===== src/pipelineGlobalsPkg.sv =====
package pipelineGlobalsPkg;

    localparam int tableWidth       = 128; // one bit per point of the 7-cube
    localparam int fifoDepthDefault = 16;
    localparam int fullnessWidth    = 5;   // holds 0..16
    localparam int sumWidth         = 38;  // 2^35 plus headroom
    localparam int totalWidth       = 40;  // log2(24*2^35) rounded up
    localparam int countWidth       = 5;   // up to 24 per bot

    typedef enum logic [2:0] {
        IDLE,
        LOADPERM,
        SEED,
        GROW,
        EMIT
    } counterState;

    // exchange variables varA and varB of a truth table
    function automatic logic [tableWidth-1:0] varSwap(
        input logic [tableWidth-1:0] tbl,
        input int varA,
        input int varB
    );
        logic [tableWidth-1:0] result;
        int src;
        for (int i = 0; i < tableWidth; i++) begin
            src = i;
            src[varA] = i[varB];
            src[varB] = i[varA];
            result[i] = tbl[src];
        end
        return result;
    endfunction

    // ordering k of variables 4, 5 and 6
    function automatic logic [tableWidth-1:0] permuteLow(
        input logic [tableWidth-1:0] tbl,
        input logic [2:0] k
    );
        logic [tableWidth-1:0] result;
        case (k)
            3'd0:    result = tbl;
            3'd1:    result = varSwap(tbl, 4, 5);
            3'd2:    result = varSwap(tbl, 4, 6);
            3'd3:    result = varSwap(tbl, 5, 6);
            3'd4:    result = varSwap(varSwap(tbl, 4, 5), 4, 6); // 3-cycle
            default: result = varSwap(varSwap(tbl, 4, 6), 4, 5); // inverse 3-cycle
        endcase
        return result;
    endfunction

    // set plus all points one edge away
    function automatic logic [tableWidth-1:0] cubeDilate(input logic [tableWidth-1:0] tbl);
        logic [tableWidth-1:0] result;
        result = tbl;
        for (int v = 0; v < 7; v++) begin
            for (int i = 0; i < tableWidth; i++) begin
                result[i] = result[i] | tbl[i ^ (1 << v)];
            end
        end
        return result;
    endfunction

endpackage


===== src/permuteCheck24.sv =====
`timescale 1ns/1ns

// builds the four swapped variants and flags which of the 24 permutations fit under top
module permuteCheck24 (
    input  logic [pipelineGlobalsPkg::tableWidth-1:0] top,
    input  logic [pipelineGlobalsPkg::tableWidth-1:0] bot,
    input  logic                                      isBotValid,
    output logic [23:0]                               validBotPermutations,
    output logic [pipelineGlobalsPkg::tableWidth-1:0] botABCD,
    output logic [pipelineGlobalsPkg::tableWidth-1:0] botBACD,
    output logic [pipelineGlobalsPkg::tableWidth-1:0] botCBAD,
    output logic [pipelineGlobalsPkg::tableWidth-1:0] botDBCA
);

    logic [pipelineGlobalsPkg::tableWidth-1:0] variants [4];

    assign botABCD = bot; // no swap
    assign botBACD = pipelineGlobalsPkg::varSwap(bot, 3, 4);
    assign botCBAD = pipelineGlobalsPkg::varSwap(bot, 3, 5);
    assign botDBCA = pipelineGlobalsPkg::varSwap(bot, 3, 6);

    assign variants[0] = botABCD;
    assign variants[1] = botBACD;
    assign variants[2] = botCBAD;
    assign variants[3] = botDBCA;

    // ABCD sits in the top six bits, DBCA in the bottom six
    genvar v, k;
    generate
        for (v = 0; v < 4; v++) begin : genVariant
            for (k = 0; k < 6; k++) begin : genOrder
                logic [pipelineGlobalsPkg::tableWidth-1:0] permuted;

                assign permuted = pipelineGlobalsPkg::permuteLow(variants[v], 3'(k));
                // subset test: nothing of the permuted bot outside top
                assign validBotPermutations[(3 - v) * 6 + k] =
                    isBotValid && ((permuted & ~top) == '0);
            end
        end
    endgenerate

endmodule


===== config.mk =====
export PLATFORM = sky130hd
export DESIGN_NAME = permuteCheck24
export DESIGN_NICKNAME = d
export VERILOG_FILES = /design/src/pipelineGlobalsPkg.sv /design/src/permuteCheck24.sv
export SDC_FILE = /design/constraint.sdc
export NUM_CORES = 1
export LEC_CHECK = 0
export BUFFER_PORTS_ARGS = -buffer_cell sky130_fd_sc_hd__buf_2
export CAP_MARGIN = 40
export CORE_AREA = 4 4 303 305
export DETAILED_ROUTE_END_ITERATION = 12
export DIE_AREA = 0 0 307 309
export MAX_ROUTING_LAYER = met4
export PLACE_DENSITY = 0.3
export SKIP_LAST_GASP = 1
export SLEW_MARGIN = 20
export SYNTH_ARGS = -nofsm -noshare
export SYNTH_HDL_FRONTEND = slang
export SYNTH_SLANG_ARGS = --single-unit

===== constraint.sdc =====
create_clock -name vclk -period 3.9
set_input_delay 0.585 -clock vclk [all_inputs]
set_output_delay 0.585 -clock vclk [all_outputs]
set_load 0.03 [all_outputs]

== Word level (Yosys, flattened, before mapping) ==
Cells that the tools add are included.

* Bits in registers: 0
* Output and inout bits: 536
* Word-level logic and storage cells: 73

* Bitwise logic cells: 25
* Reduce and logical (&&, ||, !) cells: 48

{| class="wikitable"
|+ Operator list
! cell !! count
|-
| $and A128 B128 Y128 || 24
|-
| $logic_not A128 Y1 || 24
|-
| $not A128 Y128 || 1
|-
| $logic_and A1 B1 Y1 || 24
|}

== Longest topological paths before layout ==
* Depth after elaboration: 4
* Mapped depth: 6
* Mapped depth without buffers: 5

== Worst setup path before layout ==
Ideal clock, no wire load.

* Path type: input port to output port
* From: input top[7] (netlist name)
* To: output validBotPermutations[16]
* Arrival time: 2399 ps
* Path slack: 916 ps
* Stages: 6
* Buffers on the path: 1
* Path through: nand2b_1 o2111ai_1 nor4_2 buf_4 nand4_1 nor4_1

* Word-level cells in the longest chain between the ends: 4

{| class="wikitable"
|+ RTL lines
! element !! RTL line !! text
|-
| start, declared || permuteCheck24.sv:5 || <nowiki>input logic [pipelineGlobalsPkg::tableWidth-1:0] top,</nowiki>
|-
| $not A128 Y128 || permuteCheck24.sv:37 || <nowiki>isBotValid && ((permuted & ~top) == '0);</nowiki>
|-
| $and A128 B128 Y128 || permuteCheck24.sv:37 ||
|-
| $logic_not A128 Y1 || permuteCheck24.sv:37 ||
|-
| $logic_and A1 B1 Y1 || permuteCheck24.sv:37 ||
|-
| end, declared || permuteCheck24.sv:8 || <nowiki>output logic [23:0] validBotPermutations,</nowiki>
|}

No other way between the ends.

== Final worst setup path ==
* From: input bot[46] (netlist name)
* To: output validBotPermutations[22]

* Word-level cells in the longest chain between the ends: 3

{| class="wikitable"
|+ RTL lines
! element !! RTL line !! text
|-
| start, declared || permuteCheck24.sv:6 || <nowiki>input logic [pipelineGlobalsPkg::tableWidth-1:0] bot,</nowiki>
|-
| $and A128 B128 Y128 || permuteCheck24.sv:37 ||
|-
| $logic_not A128 Y1 || permuteCheck24.sv:37 ||
|-
| $logic_and A1 B1 Y1 || permuteCheck24.sv:37 ||
|}

No other way between the ends.

==> results.md <==
- Worst vdd ir: 0.0000508 V
- Avg Vias per Cell: about 3.7
- GRT Overall Usage: 14.2%
- Mux cell area share after synthesis: 0%
- Max Cap Viol: 0
- Startpoint types: input port
- Share of cells above drive strength 1: between 50% and 60%
- # IOs: between 700 and 800
- Final ANT Viol Nets: 0
- Status: finished, final reports clean
- Worst Hold Slack: about 1.5 ns
- GRT busiest layer: met2
- Crit share post-route: 90.6%
- Nets: 1792
- Number of cell rows: 110
- Number of global-route vias before repair: approximately 9800
- Post-Synth Adder-Cell Area: 0%
- Syn Area/Cell: approximately 7.0 um2
- M2 GR Usage: a little under 30%
- Crit path max fanout: 7
- Post-synthesis cell type count: 29
- Buf+Inv Stages, Crit Path: 4
- Post-Synth Simple-Gate Area: 36.1%
- Setup bufs post-CTS: 0
- Sum of negative setup slack: 0 ns
- DRC violations left: 0
- Max Clock Freq: roughly 280 MHz
- Worst-margin pin slew: ~0.76 ns
- Post-CTS sizing: 0
- Slowest CP cell: nor4_2
- Routability cong.: a little under 0.9
- Slew margin rel.: between 40% and 50%
- Post-CTS Hold Fix Bufs: 0
- Critical path capture point type: primary output
- Most frequent cells in the layout: 793 x buf_2, 351 x nand2b_1, 115 x o2111ai_1
- Initial antenna violation count: 37
- Initial Utilization: 9.62%
- Die Y: just over 300 um
- Delay-heaviest family, CP: simple AND/OR/NAND/NOR gates
- Pleak: about 5 nW
- Max stage delay on crit path: roughly 0.58 ns
- FF/Latch Area: 0 um2
- Drt first pass iters: 5
- Post-Syn Nets: between 1000 and 1500
- Final WL: ~71000 um
- Final Max Tran Viols: 0
- Cell Area, Synth: 0.00859 mm2
- Min-Delay Path Class: input port to primary output
- Req. time, crit path: between 3 and 4 ns
- Drt wl/cell: between 20 and 30 um
- Clk_buf instances: 0
- Final setup viols: 0
- Seq cells: 0
- Kind of critical path: input port to primary output
- M3 GR Usage: just over 2%
- CP Cell Sequence: buf_2, inv_1, o2111ai_1, nor4_2, nand2_1, nor4_1, buf_4, buf_2
- I/O Buffers: 793
- Die width: between 300 and 400 um
- Routing usage on met1: between 10% and 20%
- Area delta synth->final: 21.5%
- CP most frequent cell: buf_2
- Synth Area in XOR/XNOR: 0%
- Yosys Warn Count: 0
- Commonest non-fill, non-tap cell in the layout: buf_2
- Filler cells: 10581
- Largest family of logic cells by synthesized area: buffers and inverters
- Largest net degree at the start of global routing: 11
- Worst EP arrival: around 3.0 ns
- Unrepaired setup endpoints after global routing: false
- Vias post-DR: ~10000
- Final min period: 3.53 ns
- First-pass GRT wire length: between 90000 and 100000 um
- Detailed placement HPWL: ~64000 um
- Mapped Cells: 1223
- CORE AREA: between 0.08 and 0.09 mm2
- Post-synthesis sequential area ratio: 0%
- Total gr overflow: 0
- Final Hold Viols: 0
- PD cells: around 160 mW/mm2
- Post-synthesis compound-gate area fraction: 15.7%
- First DRT Iteration DRCs: 641
- Die area: roughly 0.095 mm2
routing by layer:
| metal | vias to the layer above | share of wire (%) |
|---|---|---|
| met5 | - | 0 |
| met4 | 0 | 2.3 |
| met3 | 117 | 6.8 |
| met2 | 698 | 56 |
| met1 | 4804 | 35 |
| li1 | 4344 | - |
cell families (layout without fill, tap and decap cells):
family	after synthesis	after routing
other cells	0	11
buf+inv	591	901
simple gates	471	471
compound gates	161	161
path summary, 6_finish.rpt:
path | from | end | cells after the start
max | bot[46] | validBotPermutations[22] | 8
min | bot[123] | botABCD[123] | 2
power by group:
part | internal [mW] | switching (mW)
combinational | 0.454 | 1.25
clock | 0.000000317 | 0
sequential | 0 | 0
total | 0.454 | 1.25
layout make-up:
class                      instances  area [um2]  area share, %
multi-input combinational        632        4460           42.7
antenna                           11        27.5          0.264
timing repair buffer             823        4190           40.2
inverter                          78         293           2.80
tap                             1176        1470           14.1
synthesized netlist by cell type (all sizes together):
| cell type | n | area, um2 |
|---|---|---|
| buf | 513 | 3850 |
| nand2b | 352 | 2210 |
| o2111ai | 116 | 1020 |
| inv | 78 | 293 |
| nor4 | 59 | 554 |
| o22ai | 36 | 225 |
| nand2 | 22 | 82.6 |
| nand4 | 10 | 75.1 |
| nand3 | 9 | 55.1 |
| nor2 | 5 | 18.8 |
| nor2b | 4 | 25.0 |
| nor3 | 3 | 15.0 |
| o2111a | 3 | 33.8 |
| or2b | 3 | 22.5 |
| o21a | 2 | 15.0 |
| o221ai | 2 | 17.5 |
| or4 | 2 | 18.8 |
| a2111oi | 1 | 27.5 |
| nand4b | 1 | 8.76 |
| nor4b | 1 | 15.0 |
| o21ai | 1 | 5.00 |
per-stage QoR:
stage,instance area (um2),setup slack (ns),util [%],cells,total power [mW]
global route,10400,0.146,11.7,2720,1.78
floorplan,8590,0.916,-,1223,1.27
CTS,10400,0.208,11.7,2709,1.72
finish,10400,0.367,11.7,2720,1.70
detailed placement,10400,0.236,11.7,2709,1.71
global placement,10400,0.284,11.7,2709,1.73
(Power assumes the default switching activity.)
