===== config.mk =====
export PLATFORM = sky130hd
export DESIGN_NAME = fullPipeline
export DESIGN_NICKNAME = d
export VERILOG_FILES = /design/src/pipelineGlobalsPkg.sv /design/src/botFifo.sv /design/src/componentCounter.sv /design/src/fullPipeline.sv
export SDC_FILE = /design/constraint.sdc
export NUM_CORES = 2
export LEC_CHECK = 0
export BUFFER_PORTS_ARGS = -buffer_cell sky130_fd_sc_hd__buf_2
export CORE_ASPECT_RATIO = 2
export CORE_MARGIN = 2
export CORE_UTILIZATION = 30
export CTS_BUF_LIST = sky130_fd_sc_hd__clkbuf_16
export CTS_CLUSTER_DIAMETER = 40
export DETAILED_ROUTE_END_ITERATION = 10
export HOLD_SLACK_MARGIN = 0.06
export PLACE_DENSITY = 0.53
export SLEW_MARGIN = 40
export SYNTH_ARGS = -nofsm -noshare
export SYNTH_HDL_FRONTEND = slang
export SYNTH_SLANG_ARGS = --single-unit

===== constraint.sdc =====
create_clock -name clk -period 8.7 [get_ports clk]
set_clock_uncertainty 0.1 [all_clocks]
set_input_delay 0.435 -clock clk [delete_from_list [all_inputs] [get_ports clk]]
set_output_delay 0.435 -clock clk [all_outputs]
set_load 0.01 [all_outputs]

===== src/pipelineGlobalsPkg.sv =====
package pipelineGlobalsPkg;

    localparam int tableWidth       = 128; // one bit per point of the 7-cube
    localparam int fifoDepthDefault = 16;
    localparam int fullnessWidth    = 5;   // holds 0..16
    localparam int sumWidth         = 38;  // 2^35 plus headroom
    localparam int totalWidth       = 40;  // log2(24*2^35) rounded up
    localparam int countWidth       = 5;   // up to 24 per bot

    typedef enum logic [2:0] {
        IDLE,
        LOADPERM,
        SEED,
        GROW,
        EMIT
    } counterState;

    // exchange variables varA and varB of a truth table
    function automatic logic [tableWidth-1:0] varSwap(
        input logic [tableWidth-1:0] tbl,
        input int varA,
        input int varB
    );
        logic [tableWidth-1:0] result;
        int src;
        for (int i = 0; i < tableWidth; i++) begin
            src = i;
            src[varA] = i[varB];
            src[varB] = i[varA];
            result[i] = tbl[src];
        end
        return result;
    endfunction

    // ordering k of variables 4, 5 and 6
    function automatic logic [tableWidth-1:0] permuteLow(
        input logic [tableWidth-1:0] tbl,
        input logic [2:0] k
    );
        logic [tableWidth-1:0] result;
        case (k)
            3'd0:    result = tbl;
            3'd1:    result = varSwap(tbl, 4, 5);
            3'd2:    result = varSwap(tbl, 4, 6);
            3'd3:    result = varSwap(tbl, 5, 6);
            3'd4:    result = varSwap(varSwap(tbl, 4, 5), 4, 6); // 3-cycle
            default: result = varSwap(varSwap(tbl, 4, 6), 4, 5); // inverse 3-cycle
        endcase
        return result;
    endfunction

    // set plus all points one edge away
    function automatic logic [tableWidth-1:0] cubeDilate(input logic [tableWidth-1:0] tbl);
        logic [tableWidth-1:0] result;
        result = tbl;
        for (int v = 0; v < 7; v++) begin
            for (int i = 0; i < tableWidth; i++) begin
                result[i] = result[i] | tbl[i ^ (1 << v)];
            end
        end
        return result;
    endfunction

endpackage


===== src/botFifo.sv =====
`timescale 1ns/1ns

// circular queue of variant bot and permutation mask, first word falls through
module botFifo #(
    parameter int fifoDepth = pipelineGlobalsPkg::fifoDepthDefault
) (
    input  logic                                         clk,
    input  logic                                         arstN,
    input  logic                                         push,
    input  logic [pipelineGlobalsPkg::tableWidth-1:0]    pushBot,
    input  logic [5:0]                                   pushMask,
    input  logic                                         pop,
    output logic [pipelineGlobalsPkg::tableWidth-1:0]    popBot,
    output logic [5:0]                                   popMask,
    output logic                                         empty,
    output logic [pipelineGlobalsPkg::fullnessWidth-1:0] fullness
);

    localparam int ptrWidth = (fifoDepth > 1) ? $clog2(fifoDepth) : 1;
    localparam logic [ptrWidth-1:0] lastSlot = ptrWidth'(fifoDepth - 1);

    logic [pipelineGlobalsPkg::tableWidth-1:0] botMem [fifoDepth];
    logic [5:0]                                maskMem [fifoDepth];
    logic [ptrWidth-1:0]                       wrPtr;
    logic [ptrWidth-1:0]                       rdPtr;

    always_ff @(posedge clk) begin
        if (push) begin
            botMem[wrPtr]  <= pushBot;
            maskMem[wrPtr] <= pushMask;
        end
    end

    always_ff @(posedge clk or negedge arstN) begin
        if (!arstN) begin
            wrPtr    <= '0;
            rdPtr    <= '0;
            fullness <= '0;
        end else begin
            if (push) begin
                wrPtr <= (wrPtr == lastSlot) ? '0 : wrPtr + 1'b1;
            end
            if (pop) begin
                rdPtr <= (rdPtr == lastSlot) ? '0 : rdPtr + 1'b1;
            end
            case ({push, pop})
                2'b10:   fullness <= fullness + 1'b1;
                2'b01:   fullness <= fullness - 1'b1;
                default: ; // both or neither, level unchanged
            endcase
        end
    end

    assign popBot  = botMem[rdPtr];
    assign popMask = maskMem[rdPtr];
    assign empty   = (fullness == '0);

    // the source must hold off on maxFullness, so a full queue never sees a push
    assert property (@(posedge clk) disable iff (!arstN) push |-> fullness < fifoDepth)
        else $error("botFifo push while full");

    assert property (@(posedge clk) disable iff (!arstN) pop |-> !empty)
        else $error("botFifo pop while empty");

endmodule


===== src/componentCounter.sv =====
`timescale 1ns/1ns

// flood-fill component count, one pcoeff per masked permutation
module componentCounter (
    input  logic                                      clk,
    input  logic                                      arstN,
    input  logic [pipelineGlobalsPkg::tableWidth-1:0] top,
    input  logic [pipelineGlobalsPkg::tableWidth-1:0] entryBot,
    input  logic [5:0]                                entryMask,
    input  logic                                      entryValid,
    output logic                                      take,
    output logic                                      done,
    output logic [pipelineGlobalsPkg::sumWidth-1:0]   pcoeff
);

    pipelineGlobalsPkg::counterState state;

    logic [pipelineGlobalsPkg::tableWidth-1:0] entryTable; // variant bot being worked on
    logic [pipelineGlobalsPkg::tableWidth-1:0] remaining;  // points not yet in a component
    logic [pipelineGlobalsPkg::tableWidth-1:0] region;
    logic [pipelineGlobalsPkg::tableWidth-1:0] grown;
    logic [5:0]                                pendMask;   // permutations still to do
    logic [5:0]                                compCount;
    logic [2:0]                                permSel;

    // lowest pending permutation first
    always_comb begin
        permSel = 3'd0;
        for (int k = 5; k >= 0; k--) begin
            if (pendMask[k]) begin
                permSel = 3'(k);
            end
        end
    end

    assign grown  = pipelineGlobalsPkg::cubeDilate(region) & remaining;
    assign take   = (state == pipelineGlobalsPkg::IDLE) && entryValid;
    assign done   = (state == pipelineGlobalsPkg::EMIT);
    assign pcoeff = pipelineGlobalsPkg::sumWidth'(1) << compCount;

    always_ff @(posedge clk or negedge arstN) begin
        if (!arstN) begin
            state     <= pipelineGlobalsPkg::IDLE;
            pendMask  <= '0;
            compCount <= '0;
        end else begin
            case (state)
                pipelineGlobalsPkg::IDLE: begin
                    if (entryValid) begin
                        pendMask <= entryMask;
                        state    <= pipelineGlobalsPkg::LOADPERM;
                    end
                end
                pipelineGlobalsPkg::LOADPERM: begin
                    if (pendMask == '0) begin
                        state <= pipelineGlobalsPkg::IDLE;
                    end else begin
                        pendMask[permSel] <= 1'b0;
                        compCount         <= '0;
                        state             <= pipelineGlobalsPkg::SEED;
                    end
                end
                pipelineGlobalsPkg::SEED: begin
                    state <= (remaining == '0) ? pipelineGlobalsPkg::EMIT
                                               : pipelineGlobalsPkg::GROW;
                end
                pipelineGlobalsPkg::GROW: begin
                    if (grown == region) begin // component closed
                        compCount <= compCount + 1'b1;
                        state     <= pipelineGlobalsPkg::SEED;
                    end
                end
                default: begin // EMIT
                    state <= (pendMask != '0) ? pipelineGlobalsPkg::LOADPERM
                                              : pipelineGlobalsPkg::IDLE;
                end
            endcase
        end
    end

    always_ff @(posedge clk) begin
        case (state)
            pipelineGlobalsPkg::IDLE: begin
                if (entryValid) begin
                    entryTable <= entryBot;
                end
            end
            pipelineGlobalsPkg::LOADPERM: begin
                remaining <= top & ~pipelineGlobalsPkg::permuteLow(entryTable, permSel);
            end
            pipelineGlobalsPkg::SEED: begin
                region <= remaining & (~remaining + 1'b1); // isolate lowest point
            end
            pipelineGlobalsPkg::GROW: begin
                if (grown == region) begin
                    remaining <= remaining & ~region;
                end else begin
                    region <= grown;
                end
            end
            default: ;
        endcase
    end

    // monotone inputs keep this bound, and it sizes the pipeline sum
    assert property (@(posedge clk) disable iff (!arstN) compCount <= 6'd35)
        else $error("componentCounter count above 35");

endmodule


===== src/fullPipeline.sv =====
`timescale 1ns/1ns

// one swap variant: queue, component counter and registered result
module fullPipeline #(
    parameter int fifoDepth = pipelineGlobalsPkg::fifoDepthDefault
) (
    input  logic                                         clk,
    input  logic                                         arstN,
    input  logic [pipelineGlobalsPkg::tableWidth-1:0]    top,
    input  logic [pipelineGlobalsPkg::tableWidth-1:0]    bot,
    input  logic                                         isBotValid,
    input  logic [5:0]                                   validPermutations,
    output logic [pipelineGlobalsPkg::fullnessWidth-1:0] fullness,
    output logic [pipelineGlobalsPkg::sumWidth-1:0]      sum,
    output logic [2:0]                                   count
);

    logic                                       push;
    logic                                       take;
    logic                                       empty;
    logic                                       done;
    logic [pipelineGlobalsPkg::tableWidth-1:0]  entryBot;
    logic [5:0]                                 entryMask;
    logic [pipelineGlobalsPkg::sumWidth-1:0]    pcoeff;

    assign push = isBotValid && (validPermutations != '0); // empty masks are dropped

    botFifo #(.fifoDepth(fifoDepth)) u_botFifo (
        .clk      (clk),
        .arstN    (arstN),
        .push     (push),
        .pushBot  (bot),
        .pushMask (validPermutations),
        .pop      (take),
        .popBot   (entryBot),
        .popMask  (entryMask),
        .empty    (empty),
        .fullness (fullness)
    );

    componentCounter u_componentCounter (
        .clk        (clk),
        .arstN      (arstN),
        .top        (top),
        .entryBot   (entryBot),
        .entryMask  (entryMask),
        .entryValid (!empty),
        .take       (take),
        .done       (done),
        .pcoeff     (pcoeff)
    );

    always_ff @(posedge clk or negedge arstN) begin
        if (!arstN) begin
            sum   <= '0;
            count <= '0;
        end else begin
            sum   <= done ? pcoeff : '0;
            count <= done ? 3'd1 : 3'd0;
        end
    end

endmodule


== Word level (Yosys, flattened, before mapping) ==
Memory sizes are Yosys's and may differ from the RTL's. A register that Yosys moved wholly into a read port is not among the register bits.
Index checks and enable logic that the tools add are counted.

* Output and inout bits: 46
* Memories: 2
* Input port bits: 265
* Word-level logic and storage cells: 934
* Flip-flop bits (word level): 325
* Memory bits (writable): 2144

{| class="wikitable"
|+ Memory list
! name !! words !! width !! rd ports !! clocked after Yosys merged registers in !! write ports !! line !! source
|-
| u_botFifo.botMem || 16 || 128 || 1 || 1 || 1 || botFifo.sv:22 || <nowiki>logic [pipelineGlobalsPkg::tableWidth-1:0] botMem [fifoDepth];</nowiki>
|-
| u_botFifo.maskMem || 16 || 6 || 1 || 0 || 1 || botFifo.sv:23 || <nowiki>logic [5:0] maskMem [fifoDepth];</nowiki>
|}

* Reductions and logical operators: 21
* Shift operators: 1
* Eq/ne operators: 17
* Add/sub/neg operators: 6
* Bitwise logic cells: 842
* $lt $le $gt $ge: 2
* Muxes and demuxes: 33

{| class="wikitable"
|+ Operators by type and width
! operator !! number
|-
| bitwise OR 1 bit || 832
|-
| one-hot mux 112 bit (5 select lines) || 1
|-
| AND 128 bit || 4
|-
| one-hot mux 128 bit (2 select lines) || 2
|-
| two-way mux 128 bit || 3
|-
| inverter 128 bit || 3
|-
| adder 128 x 1 -> 128 bit, second input constant || 1
|-
| == test 128 bit || 1
|-
| zero test 128 bit || 1
|-
| two-way mux 38 bit || 1
|-
| left shift 1 x 6 -> 38 bit, first input constant || 1
|-
| two-way mux 3 bit || 9
|-
| two-way mux 6 bit || 4
|-
| one-hot mux 6 bit (2 select lines) || 2
|-
| == test 3 x 2 -> 1 bit, second input constant || 4
|-
| one-hot mux 3 bit (4 select lines) || 1
|-
| nonzero test 6 bit || 2
|-
| one-hot mux 5 bit (2 select lines) || 1
|-
| adder 4 x 1 -> 4 bit, second input constant || 2
|-
| == test 4 bit, second input constant || 2
|-
| two-way mux 4 bit || 2
|-
| AND reduction 2 bit || 4
|-
| nonzero test 2 bit || 4
|-
| adder 6 x 1 -> 6 bit, second input constant || 1
|-
| 22 further kinds || 34
|}

== Longest topological paths before layout ==
* Word-level depth: 14
* Depth in mapped cells: 12
* Mapped depth without buffers: 12

== By module ==
Synthesis repeated with hierarchy kept, for this count alone.

* Cells, all modules: 5863
* Area, all modules: 105160.9 µm²

{| class="wikitable"
|+ Modules (own cells, without submodules)
! module !! times used !! area an instance (µm²) !! seq. area each (µm²) !! cells each
|-
| botFifo || 1 || 80696.1 || 64707.1 || 3366
|-
| componentCounter || 1 || 23197.2 || 11906.4 || 2410
|-
| fullPipeline || 1 || 1267.5 || 975.9 || 87
|}

== Least setup slack after synthesis ==
Ideal clock, no wire load.

* Path type: flip-flop to flip-flop
* From: register u_componentCounter.region[123] (netlist name)
* To: register u_componentCounter.remaining[0] (netlist name) (enable)
* Setup time: 658 ps
* Buffers on the path: 1
* Clock period less this slack: 9292 ps
* Stages on the path, launching flop included: 9
* Data arrival time: 8534 ps
* Required time: 7942 ps
* Path slack: -592 ps
* Cell sequence: edfxtp_1 > clkbuf_1 > a22o_1 > or4_1 > or4_1 > nor4_1 > and4_1 > nand2_1 > a21oi_1

* Longest elaborated chain between the ends: 11
* Elaborated cells on any way between the ends: 38
* Classes of those cells: eq/ne: 2; bitwise: 35; reduce/logical: 1

{| class="wikitable"
|+ Ends and longest elaborated chain
! element !! line !! source
|-
| start, declared || componentCounter.sv:20 || <nowiki>logic [pipelineGlobalsPkg::tableWidth-1:0] region;</nowiki>
|-
| start signal, assigned || componentCounter.sv:92 || <nowiki>region <= remaining & (~remaining + 1'b1);</nowiki>
|-
| start signal, assigned || componentCounter.sv:98 || <nowiki>region <= grown;</nowiki>
|-
| bitwise OR 1 bit (7 in a row) || pipelineGlobalsPkg.sv:58 || <nowiki>result[i] = result[i] | tbl[i ^ (1 << v)];</nowiki>
|-
| AND 128 bit || componentCounter.sv:36 || <nowiki>assign grown = pipelineGlobalsPkg::cubeDilate(region) & remaining;</nowiki>
|-
| == test 128 bit (*) || componentCounter.sv:95 || <nowiki>if (grown == region) begin</nowiki>
|-
| inequality test 2 x 1 -> 1 bit (no source line) (*) || n/a ||
|-
| AND reduction 2 bit (no source line) (*) || n/a ||
|-
| end signal, assigned || componentCounter.sv:89 || <nowiki>remaining <= top & ~pipelineGlobalsPkg::permuteLow(entryTable, permSel);</nowiki>
|-
| end signal, assigned || componentCounter.sv:96 || <nowiki>remaining <= remaining & ~region;</nowiki>
|-
| end, declared || componentCounter.sv:19 || <nowiki>logic [pipelineGlobalsPkg::tableWidth-1:0] remaining;</nowiki>
|}

Every way passes the cells marked *; elsewhere a longest branch is shown, timed or not.
A chain may end at the register's enable or synchronous reset.

== Worst setup path in the final report ==
* From: register u_componentCounter.region[53] (netlist name)
* To: register u_componentCounter.region[83] (netlist name) (enable)

* Longest elaborated chain between the ends: 11
* Elaborated cells on any way between the ends: 38
* Classes of those cells: eq/ne: 2; bitwise: 35; reduce/logical: 1

{| class="wikitable"
|+ Ends and longest elaborated chain
! element !! line
|-
| bitwise OR 1 bit (7 in a row) || pipelineGlobalsPkg.sv:58
|-
| AND 128 bit || componentCounter.sv:36
|-
| == test 128 bit (*) || componentCounter.sv:95
|-
| inequality test 2 bit (no source line) (*) || n/a
|-
| AND reduction 2 bit (no source line) (*) || n/a
|}

Marked as above.

==> reports/results.txt <==
Status -> complete, no violations
Die span in y -> 842 um
Cell count after synthesis -> 5637
Layout cells sized above 1 -> 27.3%
Die Span X -> 423 um
Port bufs -> 308
Leakage -> 40.4 nW
Final cycle utilization of the critical path -> 67.7%
Clock network fraction of total power -> 28.6%
Largest family of logic cells by synthesized area -> multiplexers
Drt first-iter violations -> 6579
Post-CTS setup buffers -> 0
Switching Fraction -> 37.9%
CTS tree -> yes
#FFs+latches synth -> 2595
Overall routing resource usage -> 25.2%
Hold Worst Slack -> 0.112 ns
PwrDens -> 352 nW/um2
Min Tclk post-route -> 5.89 ns
Via count -> 61.7k
Non-Filler Instances -> 11.3k
Wire per inst -> 40.2 um
Worst vdd ir -> 0.000230 V
Slew Viols, Final -> 0
Post-CTS Resized -> 0
Gr ovfl total -> 0
Final setup viols -> 0
# hold bufs at CTS -> 237
DP Cell Count -> 10.5k
CP Max Fanout -> 69
Initial antenna violation count -> 90
Slew @ Worst Pin -> 1.13 ns
Synth Area in Simple Gates -> 6.41%
Number of clock sinks -> 2595
Starting Density -> 30.2%
Asr flop ratio synth -> 2.58%
DRT Pass-1 Iters -> 6
RD Place Congestion -> 1.08
Clk slew on worst S/H paths -> 0.05 ns
CTS H-tree depth -> 5
FF-to-FF Start -> u_componentCounter.region[53]
CP arrival -> 6.34 ns
Top_reg_cell synth -> edfxtp_1
Distinct cells, synth -> 74
Seq pwr share -> 38.7%
Mux share of post-synthesis cell area -> 14.3%
Fmax -> 0.170 GHz
Pint -> 27.8 mW
I/O pin count -> 311
First-pass GRT wire length -> 604000 um
Combinational fraction of design power -> 32.8%
Compound-cell area share of the yosys netlist -> 4.02%
Drt total wl -> 456000 um
Crit start category -> flop
Crit. End Element -> flop
Core area -> 350000 um2
Multi-input logic area -> 27000 um2
Synthesized area -> 105000 um2
Rows -> 307
Synthesized-area fraction occupied by adder cells -> 0.197%
Routed Antenna Nets -> 0
Sw power -> 16.9 mW
FF/Latch Area -> 77600 um2
Num CTS Buffers -> 302
Synth Area in XOR/XNOR -> 0.0581%
Count of final hold-check violations -> 0
Hold WC Path Type -> in -> reg
Area Growth Syn to Fin -> 20.7%
DP Wirelength -> 317000 um
Data required, critical path -> 9.15 ns
Post-synthesis sequential area ratio -> 73.6%
Slew headroom -> 24.8%
RSZ-0062 raised after global routing -> no
CTS max path bufs -> 4
Critical path class -> reg -> reg
Vias in the first global route -> 63.4k
Largest net degree at the start of global routing -> 116
DRC Markers -> 0
Root buffer cell -> clkbuf_16
Filler cells -> 32.8k
Post-synth EDFFs -> 2528
Clk Latency, worst-skew pair -> 0.94 ns
Worst Setup SP -> u_componentCounter.region[53]
Final #Nets -> 6673
DR vias/cell -> 5.44
Syn_area_per_cell -> 18.7 um2
Maxcap violations -> 0
Min-delay src -> top[101]
Syn. warnings -> 0
Overall die area -> 357000 um2
==> routing by layer <==
metal  GRT usage, %  vias up  share of wire [%]
met1           27.6    33300                 35
met2           43.6     2528                 51
met4           18.1       44                8.7
met5              0        -              0.061
li1               -    24900                  -
met3           4.88      907                5.5
==> sequential cells by signal, summed over array words and instances, names as in the netlist <==
register,flops
u_botFifo.botMem,2048
u_componentCounter.entryTable,128
u_componentCounter.region,128
u_componentCounter.remaining,128
u_botFifo.maskMem,96
sum,38
u_componentCounter.compCount,6
u_componentCounter.pendMask,6
u_botFifo.fullness,5
u_botFifo.rdPtr,4
u_botFifo.wrPtr,4
u_componentCounter.state,3
count,1
==> cells in the mapped netlist (13+ instances only) <==
| library cell | n | area [um2] |
|---|---|---|
| edfxtp_1 | 2528 | 75900 |
| ha_1 | 15 | 188 |
| o21ai_0 | 193 | 966 |
| o31ai_1 | 47 | 353 |
| nand4_1 | 79 | 494 |
| a22oi_1 | 21 | 158 |
| and2_1 | 38 | 238 |
| nor2_1 | 237 | 890 |
| nand2_1 | 321 | 1200 |
| nor2b_1 | 33 | 206 |
| nor4_1 | 70 | 438 |
| nand3_1 | 123 | 616 |
| o21a_1 | 13 | 97.6 |
| buf_1 | 65 | 244 |
| a21oi_1 | 62 | 310 |
| nor3_1 | 119 | 596 |
| a221oi_1 | 51 | 447 |
| o311a_1 | 34 | 340 |
| o2111ai_1 | 21 | 184 |
| clkbuf_1 | 253 | 950 |
| nand3b_1 | 42 | 315 |
| a31oi_1 | 83 | 519 |
| inv_1 | 71 | 267 |
| or3_1 | 31 | 194 |
| o22ai_1 | 14 | 87.6 |
| or4_1 | 23 | 173 |
| dfrtp_1 | 67 | 1680 |
| mux4_2 | 670 | 15100 |
| nand2b_1 | 163 | 1020 |
==> worst max-delay path, stage by stage (launching register included) <==
cell and delay (ns):
edfxtp_1 0.40, buf_4 0.26, nor4_1 0.80, nand3_1 0.74
a2111oi_0 0.68, nand4_1 0.28, nor3_1 0.48, nand4_1 0.57
nor2_1 0.42, a21oi_4 0.10, buf_12 0.20, buf_16 0.27
==> final timing paths <==
check | endpoint | slack [ns] | depth (start not counted)
worst max-delay path | u_componentCounter.region[83] | 2.81 | 11
worst min-delay path | u_componentCounter.remaining[101] | 0.11 | 5
worst max register to register | u_componentCounter.region[83] | 2.81 | 11
worst min register to register | u_botFifo.fullness[4] | 0.40 | 1
max in group asynchronous | u_botFifo.rdPtr[3] | 7.60 | 4
min in group asynchronous | u_componentCounter.compCount[2] | 0.55 | 4
==> power by group through the flow <==
stage / logic (mW) / clock network, mW / registers [mW]
detailed placement: 14.4 / 0 / 17.5
global route: 15.0 / 13.5 / 17.3
CTS: 14.5 / 13.1 / 17.2
global placement: 14.1 / 0 / 17.6
finish: 14.7 / 12.8 / 17.3
floorplan: 7.51 / 0 / 16.4
==> kinds of logic after synthesis <==
| kind of cell | count (synthesis) |
|---|---|
| AO/OA/AOI/OAI | 629 |
| XOR/XNOR | 7 |
| adder cells (fa/ha/maj) | 16 |
| buffers and inverters | 394 |
| flip-flops | 2595 |
| multiplexers | 670 |
| other | 1 |
| AND/OR/NAND/NOR | 1325 |
==> through the flow <==
step / util (%) / instance area [um2] / total power [mW] / setup slack (ns) / setup TNS [ns]
floorplan: - / 105000 / 23.9 / 0.222 / 0
global placement: 32.6 / 114000 / 31.7 / -0.658 / -136.35
CTS: 36.3 / 127000 / 44.8 / 3.07 / 0
detailed placement: 32.7 / 114000 / 31.9 / 3.09 / 0
finish: 36.4 / 127000 / 44.7 / 2.81 / 0
global route: 36.4 / 127000 / 45.8 / 2.80 / 0
==> final cells by class <==
cell class | instances | share of cell area (%)
Clock inverter | 227 | 1.76
Clock buffer | 306 | 6.02
Sequential cell | 2595 | 61.0
Multi-Input combinational cell | 2649 | 21.2
Antenna cell | 77 | 0.151
Timing Repair Buffer | 772 | 5.09
Tap cell | 4635 | 4.56
Inverter | 72 | 0.218
==> cells in the final DEF, fill, tap and decap left out, types with 31 or more instances in the layout <==
| cell | n |
|---|---|
| edfxtp_1 | 2528 |
| o21ai_0 | 192 |
| dfrtp_1 | 63 |
| nand3_1 | 123 |
| mux4_2 | 670 |
| a21oi_1 | 55 |
| nand2b_1 | 161 |
| clkinv_1 | 41 |
| o311a_1 | 34 |
| dlygate4sd3_1 | 236 |
| inv_1 | 103 |
| nand2_1 | 321 |
| nor4_1 | 52 |
| buf_4 | 150 |
| nor2_1 | 215 |
| nand3b_1 | 42 |
| a31oi_1 | 70 |
| buf_12 | 44 |
| clkbuf_16 | 306 |
| buf_2 | 310 |
| nor3_1 | 105 |
| o31ai_1 | 47 |
| diode_2 | 77 |
| or3_1 | 31 |
| a221oi_1 | 50 |
| nand4_1 | 79 |
(Power assumes the default switching activity.)
